**config.mk**
```make
export PLATFORM = sky130hd
export DESIGN_NAME = eth_udp_rx_top
export DESIGN_NICKNAME = d
export VERILOG_FILES = /design/src/design/eth_udp_pkg.sv /design/src/design/eth_frame_parser.sv /design/src/design/ip_udp_parser.sv /design/src/design/udp_rx_capture.sv /design/src/design/eth_csr.sv /design/src/design/eth_udp_rx_top.sv
export SDC_FILE = /design/constraint.sdc
export NUM_CORES = 1
export LEC_CHECK = 0
export ABC_AREA = 1
export BUFFER_PORTS_ARGS = -buffer_cell sky130_fd_sc_hd__buf_2
export CAP_MARGIN = 10
export CORE_MARGIN = 4
export CORE_UTILIZATION = 40
export DETAILED_ROUTE_END_ITERATION = 7
export GPL_TIMING_DRIVEN = 1
export HOLD_SLACK_MARGIN = 0.05
export SYNTH_ARGS = -nofsm -noshare
export SYNTH_HDL_FRONTEND = slang
export SYNTH_SLANG_ARGS = --single-unit
```
**constraint.sdc**
```tcl
create_clock -name clk -period 5.4 [get_ports clk]
set_input_delay 0.81 -clock clk [delete_from_list [all_inputs] [get_ports clk]]
set_output_delay 0.81 -clock clk [all_outputs]
set_load 0.03 [all_outputs]
```
**src/design/eth_udp_pkg.sv**
```systemverilog
// ============================
// Shared types, constants and register offsets for the UDP receive path
// ============================
`default_nettype none

package eth_udp_pkg;

  // MAC address as one word or two register halves
  typedef struct packed {
    logic [23:0] high;
    logic [23:0] low;
  } mac_halves_t;

  typedef union packed {
    logic [47:0] addr;
    mac_halves_t half;
  } mac_addr_u;

  typedef logic [31:0] ipv4_addr_t;
  typedef logic [15:0] udp_len_t;

  // One byte of the receive stream
  typedef struct packed {
    logic       valid;
    logic [7:0] data;
    logic       last;
    logic       err;
  } rx_beat_t;

  typedef struct packed {
    mac_addr_u   dest_mac;
    mac_addr_u   src_mac;
    logic [15:0] ethertype;
  } eth_hdr_t;

  typedef struct packed {
    mac_addr_u  mac;
    ipv4_addr_t ip;
  } local_cfg_t;

  // Sender info of an accepted frame
  typedef struct packed {
    mac_addr_u  src_mac;
    ipv4_addr_t src_ip;
    udp_len_t   udp_len;
  } udp_rx_rec_t;

  typedef struct packed {
    logic        valid;
    logic        write;
    logic [5:0]  addr;
    logic [31:0] wdata;
  } csr_req_t;

  typedef struct packed {
    logic        valid;
    logic [31:0] rdata;
  } csr_rsp_t;

  localparam int          ETH_HDR_BYTES  = 14;
  localparam logic [15:0] ETHERTYPE_IPV4 = 16'h0800;
  localparam logic [7:0]  IP_VER_IHL     = 8'h45;
  localparam logic [7:0]  IP_PROTO_UDP   = 8'd17;
  // IP plus UDP header bytes
  localparam int          UDP_HDR_END    = 28;
  localparam logic [47:0] MAC_BROADCAST  = 48'hFFFF_FFFF_FFFF;

  localparam logic [5:0] CSR_MAC_LOW       = 6'h00;
  localparam logic [5:0] CSR_MAC_HIGH      = 6'h04;
  localparam logic [5:0] CSR_IP            = 6'h08;
  localparam logic [5:0] CSR_RECV_MAC_LOW  = 6'h0C;
  localparam logic [5:0] CSR_RECV_MAC_HIGH = 6'h10;
  localparam logic [5:0] CSR_RECV_IP       = 6'h14;
  localparam logic [5:0] CSR_RECV_UDP_LEN  = 6'h18;
  localparam logic [5:0] CSR_IRQ           = 6'h1C;

endpackage

`default_nettype wire

```
**src/design/eth_frame_parser.sv**
```systemverilog
// ============================
// Ethernet header stripper that forwards the payload stream
// ============================
`timescale 1ns/10ps
`default_nettype none

module eth_frame_parser (
  input  wire                   clk,
  input  wire                   rst,
  input  eth_udp_pkg::rx_beat_t i_rx,
  output eth_udp_pkg::rx_beat_t o_payload,
  output eth_udp_pkg::eth_hdr_t o_eth_hdr
);

  localparam int CNT_W = $clog2(eth_udp_pkg::ETH_HDR_BYTES + 1);
  localparam logic [CNT_W-1:0] HDR_END = CNT_W'(eth_udp_pkg::ETH_HDR_BYTES);

  logic [CNT_W-1:0]      cnt_q;
  logic                  in_hdr;
  eth_udp_pkg::eth_hdr_t hdr_q;
  logic                  pl_valid_q;
  logic [7:0]            pl_data_q;
  logic                  pl_last_q;
  logic                  pl_err_q;

  assign in_hdr = (cnt_q < HDR_END);

  // Header byte position that parks at HDR_END for payload
  always_ff @(posedge clk) begin
    if (rst) begin
      cnt_q <= '0;
    end else if (i_rx.valid) begin
      if (i_rx.last) begin
        cnt_q <= '0;
      end else if (in_hdr) begin
        cnt_q <= cnt_q + 1'b1;
      end
    end
  end

  // First wire byte ends up in the MSBs (dest MAC)
  always_ff @(posedge clk) begin
    if (i_rx.valid && in_hdr) begin
      hdr_q <= eth_udp_pkg::eth_hdr_t'({hdr_q[103:0], i_rx.data});
    end
  end

  always_ff @(posedge clk) begin
    if (rst) begin
      pl_valid_q <= 1'b0;
    end else begin
      pl_valid_q <= i_rx.valid && !in_hdr;
    end
  end

  always_ff @(posedge clk) begin
    pl_data_q <= i_rx.data;
    pl_last_q <= i_rx.last;
    pl_err_q  <= i_rx.err;
  end

  assign o_payload.valid = pl_valid_q;
  assign o_payload.data  = pl_data_q;
  assign o_payload.last  = pl_last_q;
  assign o_payload.err   = pl_err_q;
  assign o_eth_hdr       = hdr_q;

endmodule

`default_nettype wire

```
**src/design/ip_udp_parser.sv**
```systemverilog
// ============================
// IPv4 and UDP header parser with address filters
// ============================
`timescale 1ns/10ps
`default_nettype none

module ip_udp_parser (
  input  wire                      clk,
  input  wire                      rst,
  input  eth_udp_pkg::rx_beat_t    i_payload,
  input  eth_udp_pkg::eth_hdr_t    i_eth_hdr,
  input  eth_udp_pkg::local_cfg_t  i_cfg,
  output eth_udp_pkg::udp_rx_rec_t o_rec,
  output logic                     o_rec_valid
);

  localparam int CNT_W = $clog2(eth_udp_pkg::UDP_HDR_END + 1);
  localparam logic [CNT_W-1:0] HDR_END = CNT_W'(eth_udp_pkg::UDP_HDR_END);

  // Byte offsets from the start of the IP header
  localparam logic [CNT_W-1:0] OFF_VER_IHL  = 0;
  localparam logic [CNT_W-1:0] OFF_PROTO    = 9;
  localparam logic [CNT_W-1:0] OFF_SRC_IP   = 12;
  localparam logic [CNT_W-1:0] OFF_DST_IP   = 16;
  localparam logic [CNT_W-1:0] OFF_UDP_SRC  = 20;
  localparam logic [CNT_W-1:0] OFF_UDP_LEN  = 24;
  localparam logic [CNT_W-1:0] OFF_UDP_CSUM = 26;

  logic [CNT_W-1:0]         cnt_q;
  logic                     ver_ok_q;
  logic                     proto_ok_q;
  eth_udp_pkg::ipv4_addr_t  src_ip_q;
  eth_udp_pkg::ipv4_addr_t  dst_ip_q;
  eth_udp_pkg::udp_len_t    udp_len_q;
  logic                     eth_ok;
  logic                     hdr_done;
  logic                     accept;
  logic                     rec_valid_q;
  eth_udp_pkg::udp_rx_rec_t rec_q;

  assign eth_ok = ((i_eth_hdr.dest_mac.addr == i_cfg.mac.addr) ||
                   (i_eth_hdr.dest_mac.addr == eth_udp_pkg::MAC_BROADCAST)) &&
                  (i_eth_hdr.ethertype == eth_udp_pkg::ETHERTYPE_IPV4);

  // Current byte closes the UDP header or lies past it
  assign hdr_done = (cnt_q >= HDR_END - 1'b1);

  assign accept = i_payload.valid && i_payload.last && !i_payload.err &&
                  eth_ok && hdr_done && ver_ok_q && proto_ok_q &&
                  (dst_ip_q == i_cfg.ip);

  always_ff @(posedge clk) begin
    if (rst) begin
      cnt_q      <= '0;
      ver_ok_q   <= 1'b0;
      proto_ok_q <= 1'b0;
    end else if (i_payload.valid) begin
      if (i_payload.last) begin
        cnt_q <= '0;
      end else if (cnt_q < HDR_END) begin
        cnt_q <= cnt_q + 1'b1;
      end
      if (cnt_q == OFF_VER_IHL) begin
        ver_ok_q <= (i_payload.data == eth_udp_pkg::IP_VER_IHL);
      end
      if (cnt_q == OFF_PROTO) begin
        proto_ok_q <= (i_payload.data == eth_udp_pkg::IP_PROTO_UDP);
      end
    end
  end

  // Big-endian header fields shifted in a byte at a time
  always_ff @(posedge clk) begin
    if (i_payload.valid) begin
      if (cnt_q >= OFF_SRC_IP && cnt_q < OFF_DST_IP) begin
        src_ip_q <= {src_ip_q[23:0], i_payload.data};
      end
      if (cnt_q >= OFF_DST_IP && cnt_q < OFF_UDP_SRC) begin
        dst_ip_q <= {dst_ip_q[23:0], i_payload.data};
      end
      if (cnt_q >= OFF_UDP_LEN && cnt_q < OFF_UDP_CSUM) begin
        udp_len_q <= {udp_len_q[7:0], i_payload.data};
      end
    end
  end

  always_ff @(posedge clk) begin
    if (rst) begin
      rec_valid_q <= 1'b0;
    end else begin
      rec_valid_q <= accept;
    end
  end

  always_ff @(posedge clk) begin
    if (accept) begin
      rec_q.src_mac <= i_eth_hdr.src_mac;
      rec_q.src_ip  <= src_ip_q;
      rec_q.udp_len <= udp_len_q;
    end
  end

  assign o_rec       = rec_q;
  assign o_rec_valid = rec_valid_q;

endmodule

`default_nettype wire

```
**src/design/udp_rx_capture.sv**
```systemverilog
// ============================
// Last accepted record and packet interrupt
// ============================
`timescale 1ns/10ps
`default_nettype none

module udp_rx_capture (
  input  wire                      clk,
  input  wire                      rst,
  input  eth_udp_pkg::udp_rx_rec_t i_rec,
  input  wire                      i_rec_valid,
  input  wire                      i_clear_irq,
  output eth_udp_pkg::udp_rx_rec_t o_rec,
  output logic                     o_irq
);

  eth_udp_pkg::udp_rx_rec_t rec_q;
  logic                     irq_q;

  // Clear beats a new record for the flag only
  always_ff @(posedge clk) begin
    if (rst) begin
      rec_q <= '0;
      irq_q <= 1'b0;
    end else begin
      if (i_rec_valid) begin
        rec_q <= i_rec;
      end
      if (i_clear_irq) begin
        irq_q <= 1'b0;
      end else if (i_rec_valid) begin
        irq_q <= 1'b1;
      end
    end
  end

  assign o_rec = rec_q;
  assign o_irq = irq_q;

endmodule

`default_nettype wire

```
**src/design/eth_csr.sv**
```systemverilog
// ============================
// Register block for local address config, record readback and irq clear
// ============================
`timescale 1ns/10ps
`default_nettype none

module eth_csr #(
  parameter logic [47:0] LOCAL_MAC_RESET = 48'h0,
  parameter logic [31:0] LOCAL_IP_RESET  = 32'h0
) (
  input  wire                      clk,
  input  wire                      rst,
  input  eth_udp_pkg::csr_req_t    i_csr_req,
  output eth_udp_pkg::csr_rsp_t    o_csr_rsp,
  output eth_udp_pkg::local_cfg_t  o_cfg,
  output logic                     o_clear_irq,
  input  eth_udp_pkg::udp_rx_rec_t i_rec,
  input  wire                      i_irq
);

  eth_udp_pkg::mac_addr_u  mac_q;
  eth_udp_pkg::ipv4_addr_t ip_q;
  logic                    wr_en;
  logic                    rd_en;
  logic [31:0]             rd_data;
  logic                    rsp_valid_q;
  logic [31:0]             rdata_q;

  assign wr_en = i_csr_req.valid && i_csr_req.write;
  assign rd_en = i_csr_req.valid && !i_csr_req.write;

  // Same edge as the write so a following read sees the flag low
  assign o_clear_irq = wr_en && (i_csr_req.addr == eth_udp_pkg::CSR_IRQ);

  always_ff @(posedge clk) begin
    if (rst) begin
      mac_q.addr <= LOCAL_MAC_RESET;
      ip_q       <= LOCAL_IP_RESET;
    end else if (wr_en) begin
      case (i_csr_req.addr)
        eth_udp_pkg::CSR_MAC_LOW:  mac_q.half.low  <= i_csr_req.wdata[23:0];
        eth_udp_pkg::CSR_MAC_HIGH: mac_q.half.high <= i_csr_req.wdata[23:0];
        eth_udp_pkg::CSR_IP:       ip_q            <= i_csr_req.wdata;
        default: ;
      endcase
    end
  end

  always_comb begin
    case (i_csr_req.addr)
      eth_udp_pkg::CSR_MAC_LOW:       rd_data = {8'h00, mac_q.half.low};
      eth_udp_pkg::CSR_MAC_HIGH:      rd_data = {8'h00, mac_q.half.high};
      eth_udp_pkg::CSR_IP:            rd_data = ip_q;
      eth_udp_pkg::CSR_RECV_MAC_LOW:  rd_data = {8'h00, i_rec.src_mac.half.low};
      eth_udp_pkg::CSR_RECV_MAC_HIGH: rd_data = {8'h00, i_rec.src_mac.half.high};
      eth_udp_pkg::CSR_RECV_IP:       rd_data = i_rec.src_ip;
      eth_udp_pkg::CSR_RECV_UDP_LEN:  rd_data = {16'h0000, i_rec.udp_len};
      eth_udp_pkg::CSR_IRQ:           rd_data = {31'd0, i_irq};
      default:                        rd_data = '0;
    endcase
  end

  // Every request answered one cycle later
  always_ff @(posedge clk) begin
    if (rst) begin
      rsp_valid_q <= 1'b0;
    end else begin
      rsp_valid_q <= i_csr_req.valid;
    end
  end

  // Writes answer with zero
  always_ff @(posedge clk) begin
    rdata_q <= rd_en ? rd_data : '0;
  end

  assign o_csr_rsp.valid = rsp_valid_q;
  assign o_csr_rsp.rdata = rdata_q;
  assign o_cfg.mac       = mac_q;
  assign o_cfg.ip        = ip_q;

endmodule

`default_nettype wire

```
**src/design/eth_udp_rx_top.sv**
```systemverilog
// ============================
// UDP receive path top level
// ============================
`timescale 1ns/10ps
`default_nettype none

module eth_udp_rx_top #(
  parameter logic [47:0] LOCAL_MAC_RESET = 48'h0,
  parameter logic [31:0] LOCAL_IP_RESET  = 32'h0
) (
  input  wire                   clk,
  input  wire                   rst,
  input  eth_udp_pkg::rx_beat_t i_rx,
  input  eth_udp_pkg::csr_req_t i_csr_req,
  output eth_udp_pkg::csr_rsp_t o_csr_rsp,
  output logic                  o_pkt_recv
);

  eth_udp_pkg::local_cfg_t  cfg;
  eth_udp_pkg::rx_beat_t    payload;
  eth_udp_pkg::eth_hdr_t    eth_hdr;
  eth_udp_pkg::udp_rx_rec_t parsed_rec;
  logic                     parsed_rec_valid;
  eth_udp_pkg::udp_rx_rec_t held_rec;
  logic                     clear_irq;

  eth_csr #(
    .LOCAL_MAC_RESET (LOCAL_MAC_RESET),
    .LOCAL_IP_RESET  (LOCAL_IP_RESET)
  ) i_eth_csr (
    .clk         (clk),
    .rst         (rst),
    .i_csr_req   (i_csr_req),
    .o_csr_rsp   (o_csr_rsp),
    .o_cfg       (cfg),
    .o_clear_irq (clear_irq),
    .i_rec       (held_rec),
    .i_irq       (o_pkt_recv)
  );

  eth_frame_parser i_eth_frame_parser (
    .clk       (clk),
    .rst       (rst),
    .i_rx      (i_rx),
    .o_payload (payload),
    .o_eth_hdr (eth_hdr)
  );

  ip_udp_parser i_ip_udp_parser (
    .clk         (clk),
    .rst         (rst),
    .i_payload   (payload),
    .i_eth_hdr   (eth_hdr),
    .i_cfg       (cfg),
    .o_rec       (parsed_rec),
    .o_rec_valid (parsed_rec_valid)
  );

  udp_rx_capture i_udp_rx_capture (
    .clk         (clk),
    .rst         (rst),
    .i_rec       (parsed_rec),
    .i_rec_valid (parsed_rec_valid),
    .i_clear_irq (clear_irq),
    .o_rec       (held_rec),
    .o_irq       (o_pkt_recv)
  );

endmodule

`default_nettype wire

```
==> results.env, run 1 <==
OUTCOME='completed'
POST-PLACE-WS_PS=2410
POSTSYNTHNETCOUNT=1710
TIMING.HOLD.WORST_PATH_DEPTH=1
CTSHOLDBUFFERS=0
SYNTHESIS.AREA_MM2=0.0190
IOS=87
START_KIND='flop'
CRITPATHKIND='reg -> reg'
CTS.CLK_SLEW.WORST_PATHS_PS=60
PERIOD_MINUS_SLACK_PS=2870
GLOBALROUTE.TOTALOVERFLOW=0
IR_WORST_VDD_uV=234
TIMING_MAX_TRANSITION_VIOLATIONS_FINAL=0
PLACED_CELL_AREA_MM2=0.0199
WORST_SLACK_PS=2530
TIMING.FMAX_GHz=0.349
CLOCK_SKEW_PS=21.7
YOSYS.AREA.TOP_TYPE='sky130_fd_sc_hd__edfxtp_1'
SETUP_TOTAL_NEGATIVE_SLACK_PS=0
POST-SYNTH-TOP-AREA-FRACTION_PCT=45.6
POST_LAYOUT_NONFILLER_INSTANCES=2385
GRT_PASS1_WL_MM=73.8
DRT_PASS1_ITERATIONS=5
TOTALPOWERFINAL_mW=8.27
ANTENNA_FOUND_INITIAL=2
NUM-FILL-CELLS=4248
TIMING.FINAL.CRIT_SHARE_PCT=53.1
MAX-CAP-VIOLATIONS=0
WHS_PS=323
H-TREE-DEPTH=2
TRITONCTS.NUM_BUFFERS=52
CP.DEPTH=10
GRT_PASS1_VIAS=11900
DRTANTENNAVIOLNETS=0
CRITPATHMOSTFREQUENTCELL='sky130_fd_sc_hd__nand2_1'
ROW_COUNT=79
ELEMENT_TYPE_AT_THE_CRITICAL_PATH_END='flop'
DIE_FOOTPRINT_MM2=0.0509
ARRIVAL_PS=3120
CRITICAL_PATH_REQUIRED_PS=5650
YS.FLOP_TYPE='sky130_fd_sc_hd__edfxtp_1'
DIE_W_UM=226
NUM_ANTENNA_CELLS=0
CRITICAL-PATH-SLOWEST-CELL='sky130_fd_sc_hd__inv_4'
FIN_AREA_MM2=0.0217
PLACED_CELLS=2287
SYNTHARSTFLOPSHARE_PCT=0
CTS.SINK_COUNT=521
HOLD_VIOL_FINAL=0
TRACK_USAGE_PCT=19.4
FINAL_LAYOUT_SIZE_SUFFIX_GT1_SHARE_PCT=12.9
HPWL_MM=35.6
ROOT_BUFFER='sky130_fd_sc_hd__clkbuf_16'
STATIC-LEAKAGE-POWER_nW=7.54
NETS=1791
WORSTREGTOREGCELLS=10
WORST_PATH_LARGEST_CELL_DELAY_PS=590
DETAILEDROUTE.FIRSTITERATIONVIOLATIONS=1318
CTS_POST_SETUP_BUFFERS_INSERTED=0
FLOORPLAN.DIE.HEIGHT_UM=226
SYNTH_AREA_PER_CELL_UM2=11.5
TIGHTESTPINTRANSITION_PS=1240
NUMBER_OF_ENABLE_TYPE_REGISTER_CELLS_IN_THE_SYNTHESIZED_NETLIST=288
FINISH.UTILIZATION_PCT=46.5
GPL.FINAL_WEIGHTED_CONGESTION=0.904
CRIT_FANOUT=57
PWR_DENS_mW_PER_MM2=381
CLK-INSERTION-DELAY-LATE_PS=590
DRCVIOLATIONCOUNT=0
YOSYSSEQAREASHARE_PCT=70.2
CTS.REPAIR.RESIZED=0
FINAL_SETUP_VIO_COUNT=0
SYNTH-SEQ-CELLS=521
CTS_TREE='built'
CLASSIFICATION_OF_THE_WORST_SLACK_HOLD_PATH='in -> reg'
SLEW_HEADROOM_PCT=17.1
AVGVIACOUNTPERCELL=5.18
CLOCKBUFFERDEPTH=3
DRT_WL_TOTAL_MM=50.3
GRT_MAX_DEGREE=102
FLOW.AREA_GROWTH_FROM_SYNTHESIS_PCT=14.6
TIMING.CRITICAL_PATH.MAX_DELAY_FAMILY='buffers and inverters'
ROUTED-VIA-COUNT=12400
CRIT_PATH_CELL_TRACE='xnor2_1 -> nand2_1 -> nor2_1 -> nand2_1 -> nor2_1 -> nand3_1 -> nand2_1 -> nand2_1 -> inv_4 -> buf_4'
INITIAL_UTILIZATION_PCT=40.6
DETAIL_ROUTE.WL_PER_CELL_UM=21.1
SYNTHTOPCELLSBYAREA='sky130_fd_sc_hd__edfxtp_1, sky130_fd_sc_hd__dfxtp_1, sky130_fd_sc_hd__o21ai_0'
CRITPATHBUFINV=2
POSTSYNTHCELLCOUNT=1653
COREAREA_MM2=0.0467
SYNTH_CELL_TYPES=39
SYNTH.YOSYS.WARNINGS=0
UNREPAIRED_SETUP_ENDPOINTS_AFTER_GLOBAL_ROUTING='no'
PLACEMENT.IO_BUFFERS=86
[registers in the layout (all words and copies together), names as in the netlist, 4 cells and up]
name	cells
i_ip_udp_parser.src_ip_q	32
i_ip_udp_parser.cnt_q	5
i_ip_udp_parser.dst_ip_q	32
i_eth_csr.rdata_q	32
i_eth_frame_parser.pl_data_q	8
i_eth_csr.ip_q	32
i_udp_rx_capture.o_rec	96
i_eth_csr.mac_q	48
i_ip_udp_parser.o_rec	96
i_ip_udp_parser.udp_len_q	16
i_eth_frame_parser.cnt_q	4
i_eth_frame_parser.o_eth_hdr	112
[power breakdown]
group | total [mW] | internal [mW] | switching, mW | leakage [nW]
clock network | 3.83 | 2.31 | 1.53 | 0.915
registers | 4.27 | 4.23 | 0.0455 | 4.56
logic | 0.169 | 0.0501 | 0.119 | 2.07
total | 8.27 | 6.59 | 1.69 | 7.54
[synthesized netlist by cell type, types with 2 or more instances]
| library cell | n |
|---|---|
| sky130_fd_sc_hd__buf_4 | 3 |
| sky130_fd_sc_hd__buf_2 | 11 |
| sky130_fd_sc_hd__xor2_1 | 7 |
| sky130_fd_sc_hd__nand2_1 | 134 |
| sky130_fd_sc_hd__a211oi_1 | 2 |
| sky130_fd_sc_hd__inv_2 | 6 |
| sky130_fd_sc_hd__o21ai_0 | 159 |
| sky130_fd_sc_hd__o22ai_2 | 3 |
| sky130_fd_sc_hd__a21oi_2 | 10 |
| sky130_fd_sc_hd__nor2_8 | 3 |
| sky130_fd_sc_hd__a31oi_1 | 4 |
| sky130_fd_sc_hd__nor4_1 | 5 |
| sky130_fd_sc_hd__ha_1 | 4 |
| sky130_fd_sc_hd__nand4_1 | 17 |
| sky130_fd_sc_hd__nor2_1 | 186 |
| sky130_fd_sc_hd__nand3_1 | 18 |
| sky130_fd_sc_hd__nor2_4 | 4 |
| sky130_fd_sc_hd__inv_1 | 164 |
| sky130_fd_sc_hd__nor3_1 | 15 |
| sky130_fd_sc_hd__a22oi_1 | 7 |
| sky130_fd_sc_hd__inv_4 | 3 |
| sky130_fd_sc_hd__o22ai_1 | 53 |
| sky130_fd_sc_hd__clkbuf_1 | 38 |
| sky130_fd_sc_hd__buf_1 | 3 |
| sky130_fd_sc_hd__edfxtp_1 | 288 |
| sky130_fd_sc_hd__nand3b_1 | 3 |
| sky130_fd_sc_hd__a21oi_1 | 153 |
| sky130_fd_sc_hd__o21ai_1 | 39 |
| sky130_fd_sc_hd__nor2_2 | 2 |
| sky130_fd_sc_hd__xnor2_1 | 51 |
| sky130_fd_sc_hd__nand3_2 | 2 |
| sky130_fd_sc_hd__buf_6 | 15 |
| sky130_fd_sc_hd__dfxtp_1 | 233 |
| sky130_fd_sc_hd__nand2_2 | 3 |
[worst register-to-register path, stage by stage, from the launching register on]
cell                      delay, ps
sky130_fd_sc_hd__dfxtp_1        480
sky130_fd_sc_hd__xnor2_1        160
sky130_fd_sc_hd__nand2_1         60
sky130_fd_sc_hd__nor2_1         210
sky130_fd_sc_hd__nand2_1         80
sky130_fd_sc_hd__nor2_1         150
sky130_fd_sc_hd__nand3_1         90
sky130_fd_sc_hd__nand2_1        140
sky130_fd_sc_hd__nand2_1        130
sky130_fd_sc_hd__inv_4          590
sky130_fd_sc_hd__buf_4          450
[routing by layer]
metal / wire, µm / GRT usage (%) / part of all wire (%) / vias to the layer above
li1: - / - / - / 5842
met1: 21700 / 27.4 / 43 / 5964
met2: 22600 / 29.7 / 45 / 486
met3: 4270 / 4.55 / 8.5 / 72
met4: 1670 / 6.62 / 3.3 / 2
met5: 13 / 0 / 0.026 / -
[worst paths after layout]
kind / start / end / slack (ps)
worst min register to register: i_ip_udp_parser.src_ip_q[26]$_DFFE_PP_ / i_ip_udp_parser.o_rec[42]$_DFFE_PP_ / 420
worst max-delay path: i_eth_csr.mac_q[9]$_SDFFE_PP0P_ / i_ip_udp_parser.o_rec[63]$_DFFE_PP_ / 2530
worst min-delay path: i_rx[0] / i_eth_frame_parser.pl_err_q$_DFF_P_ / 320
worst max register to register: i_eth_csr.mac_q[9]$_SDFFE_PP0P_ / i_ip_udp_parser.o_rec[63]$_DFFE_PP_ / 2530
[logic make-up (layout without fill, tap and decap cells)]
| kind of cell | count (synthesis) | count (layout) | synth area share, % |
|---|---|---|---|
| AND/OR/NAND/NOR | 392 | 392 | 8.88 |
| flip-flops | 521 | 521 | 70.2 |
| buffers and inverters | 245 | 370 | 5.64 |
| XOR/XNOR | 58 | 58 | 2.68 |
| adder cells (fa/ha/maj) | 4 | 4 | 0.264 |
| AO/OA/AOI/OAI | 433 | 433 | 12.3 |
[final cells by class]
cell class / instances / area [µm²] / area share [%]
Sequential cell: 521 / 13300 / 61.3
Timing Repair Buffer: 97 / 526 / 2.42
Tap cell: 607 / 759 / 3.50
Inverter: 175 / 679 / 3.13
Multi-Input combinational cell: 887 / 4590 / 21.1
Clock buffer: 71 / 1520 / 6.98
Clock inverter: 27 / 335 / 1.54
[layout by cell type, fill, tap and decap left out, drive strengths merged, types with 51 or more instances in the layout]
| master | instances |
|---|---|
| buf | 97 |
| dfxtp | 233 |
| nand2 | 137 |
| edfxtp | 288 |
| xnor2 | 51 |
| clkbuf | 71 |
| o21ai | 199 |
| o22ai | 56 |
| a21oi | 163 |
| nor2 | 195 |
| inv | 177 |
(Power assumes the default switching activity.)
==> inputs of run 2 (changes only) <==
- clock period: 5.4 -> 2.94 ns (I/O delays scaled with it)
==> run 2 against run 1 <==
Effect of this change: clock power grew 83%; sequential share of layout area shrank 0.90 points; die area is the same; largest cell class unchanged; total power grew 84%; utilization grew 0.69 points.
==> results.env, run 2 (synthesis gave the netlist of run 1 again) <==
FINISH.UTILIZATION_PCT=47.2
GLOBALROUTE.TOTALOVERFLOW=0
PERIOD_MINUS_SLACK_PS=2410
CRITPATHKIND='reg -> reg'
DIE_W_UM=226
CRITICAL-PATH-SLOWEST-CELL='sky130_fd_sc_hd__nor3_1'
HOLD_VIOL_FINAL=0
GPL.FINAL_WEIGHTED_CONGESTION=0.897
ELEMENT_TYPE_AT_THE_CRITICAL_PATH_END='flop'
CTS.CLK_SLEW.WORST_PATHS_PS=60
CTS.SINK_COUNT=521
CRIT_PATH_CELL_TRACE='nor3_1 -> o21a_1 -> nand2_1 -> nand3b_1 -> nor2_1 -> nand2_1 -> clkinvlp_4 -> buf_12'
MET2_USAGE_PCT=30.8
BUSIEST_GRT_LAYER='met2'
MET3_USAGE_PCT=3.29
H-TREE-DEPTH=2
DRTANTENNAVIOLNETS=0
GRT_USE_MET1_PCT=28.3
ROOT_BUFFER='sky130_fd_sc_hd__clkbuf_16'
ANTENNA_FOUND_INITIAL=3
NETS=1819
CRIT_FANOUT=37
GRT_PASS1_WL_MM=74.9
HPWL_MM=36.6
UNREPAIRED_SETUP_ENDPOINTS_AFTER_GLOBAL_ROUTING='no'
WHS_PS=84.3
DRT_WL_TOTAL_MM=51.3
GRT_PASS1_VIAS=12000
IOS=87
DRT_PASS1_ITERATIONS=5
CRITPATHMOSTFREQUENTCELL='sky130_fd_sc_hd__nand2_1'
FLOORPLAN.DIE.HEIGHT_UM=226
ROW_COUNT=79
START_KIND='flop'
DETAIL_ROUTE.WL_PER_CELL_UM=21.3
FINAL_LAYOUT_SIZE_SUFFIX_GT1_SHARE_PCT=13.8
FLOW.AREA_GROWTH_FROM_SYNTHESIS_PCT=16.3
NUM_ANTENNA_CELLS=0
INITIAL_UTILIZATION_PCT=40.6
DRCVIOLATIONCOUNT=0
DETAILEDROUTE.FIRSTITERATIONVIOLATIONS=1345
CRITICAL_PATH_REQUIRED_PS=3200
CLK-INSERTION-DELAY-LATE_PS=610
TIGHTESTPINTRANSITION_PS=788
LARGEST_REGISTER_FFS=112
PLACEMENT.IO_BUFFERS=86
TOTALPOWERFINAL_mW=15.2
SLEW_HEADROOM_PCT=47.5
COREAREA_MM2=0.0467
PWR_DENS_mW_PER_MM2=690
IR_WORST_VDD_uV=471
ROUTED-VIA-COUNT=12600
CLOCK_SKEW_PS=33.1
AVGVIACOUNTPERCELL=5.21
TIMING.FMAX_GHz=0.414
CLASSIFICATION_OF_THE_WORST_SLACK_HOLD_PATH='in -> reg'
TIMING.FINAL.CRIT_SHARE_PCT=82.1
MAX-CAP-VIOLATIONS=0
FINAL_SETUP_VIO_COUNT=0
ARRIVAL_PS=2680
OUTCOME='completed'
FINAL_CELL_MIX='sky130_fd_sc_hd__edfxtp_1, sky130_fd_sc_hd__dfxtp_1, sky130_fd_sc_hd__nor2_1, sky130_fd_sc_hd__inv_1, sky130_fd_sc_hd__o21ai_0'
STATIC-LEAKAGE-POWER_nW=7.68
WORST_PATH_LARGEST_CELL_DELAY_PS=510
TRACK_USAGE_PCT=19.7
LAYOUT_COMMONEST_CELL='sky130_fd_sc_hd__edfxtp_1'
CTS_TREE='built'
SETUP_TOTAL_NEGATIVE_SLACK_PS=0
CTS.REPAIR.RESIZED=0
DIE_FOOTPRINT_MM2=0.0509
GRT_MAX_DEGREE=75
CLOCKBUFFERDEPTH=3
TIMING_MAX_TRANSITION_VIOLATIONS_FINAL=0
TRITONCTS.NUM_BUFFERS=53
## run 2: area by class of cell
cell class                 count  area (µm²)
timing repair buffer         124         841
sequential                   521       13300
multi-input combinational    887        4610
clock inverter                34         339
clock buffer                  66        1500
inverter                     175         682
fill                        4239       24600
tap                          607         759
## run 2: worst paths after layout
path	startpoint	end	slack, ps	depth (start not counted)
min reg2reg	i_ip_udp_parser.src_ip_q[25]$_DFFE_PP_	i_ip_udp_parser.o_rec[41]$_DFFE_PP_	420	0
max	i_eth_frame_parser.o_eth_hdr[12]$_DFFE_PP_	i_ip_udp_parser.o_rec[90]$_DFFE_PP_	530	8
max reg2reg	i_eth_frame_parser.o_eth_hdr[12]$_DFFE_PP_	i_ip_udp_parser.o_rec[90]$_DFFE_PP_	530	8
min	i_csr_req[28]	i_eth_csr.ip_q[28]$_SDFFE_PP0P_	80	3
## run 2: report_power, final
group | leakage, nW | total, mW | switching [mW] | internal, mW
Sequential | 4.56 | 7.85 | 0.0868 | 7.77
Clock | 0.909 | 7.01 | 2.86 | 4.15
Combinational | 2.21 | 0.337 | 0.221 | 0.116
## run 2: layer usage
| layer | up-vias | wire, µm |
|---|---|---|
| met5 | - | 0 |
| met4 | 0 | 1590 |
| met3 | 88 | 3930 |
| met2 | 515 | 23400 |
| met1 | 6053 | 22400 |
| li1 | 5911 | - |
## run 2: worst max-delay path, delay by kind of cell, from the launching register on
kind | cells | cell delay, ps
AND/OR/NAND/NOR | 5 | 960
buffers and inverters | 2 | 520
flip-flops | 1 | 380
AO/OA/AOI/OAI | 1 | 200
## run 2: through the flow
stage / cell area (µm²) / instances / setup WS (ps)
3_5_place_dp: 20100 / 2304 / 545
3_3_place_gp: 20100 / 2304 / 517
6_report: 22000 / 2414 / 525
4_1_cts: 22000 / 2414 / 539
2_1_floorplan: 19000 / 1653 / 119
5_1_grt: 22000 / 2414 / 393
## run 2: timing repair
action	in CTS	in global routing
endpoints found under the setup margin	0	0
hold buffers	10	0
setup buffers	0	0
endpoints found under the hold margin	18	0
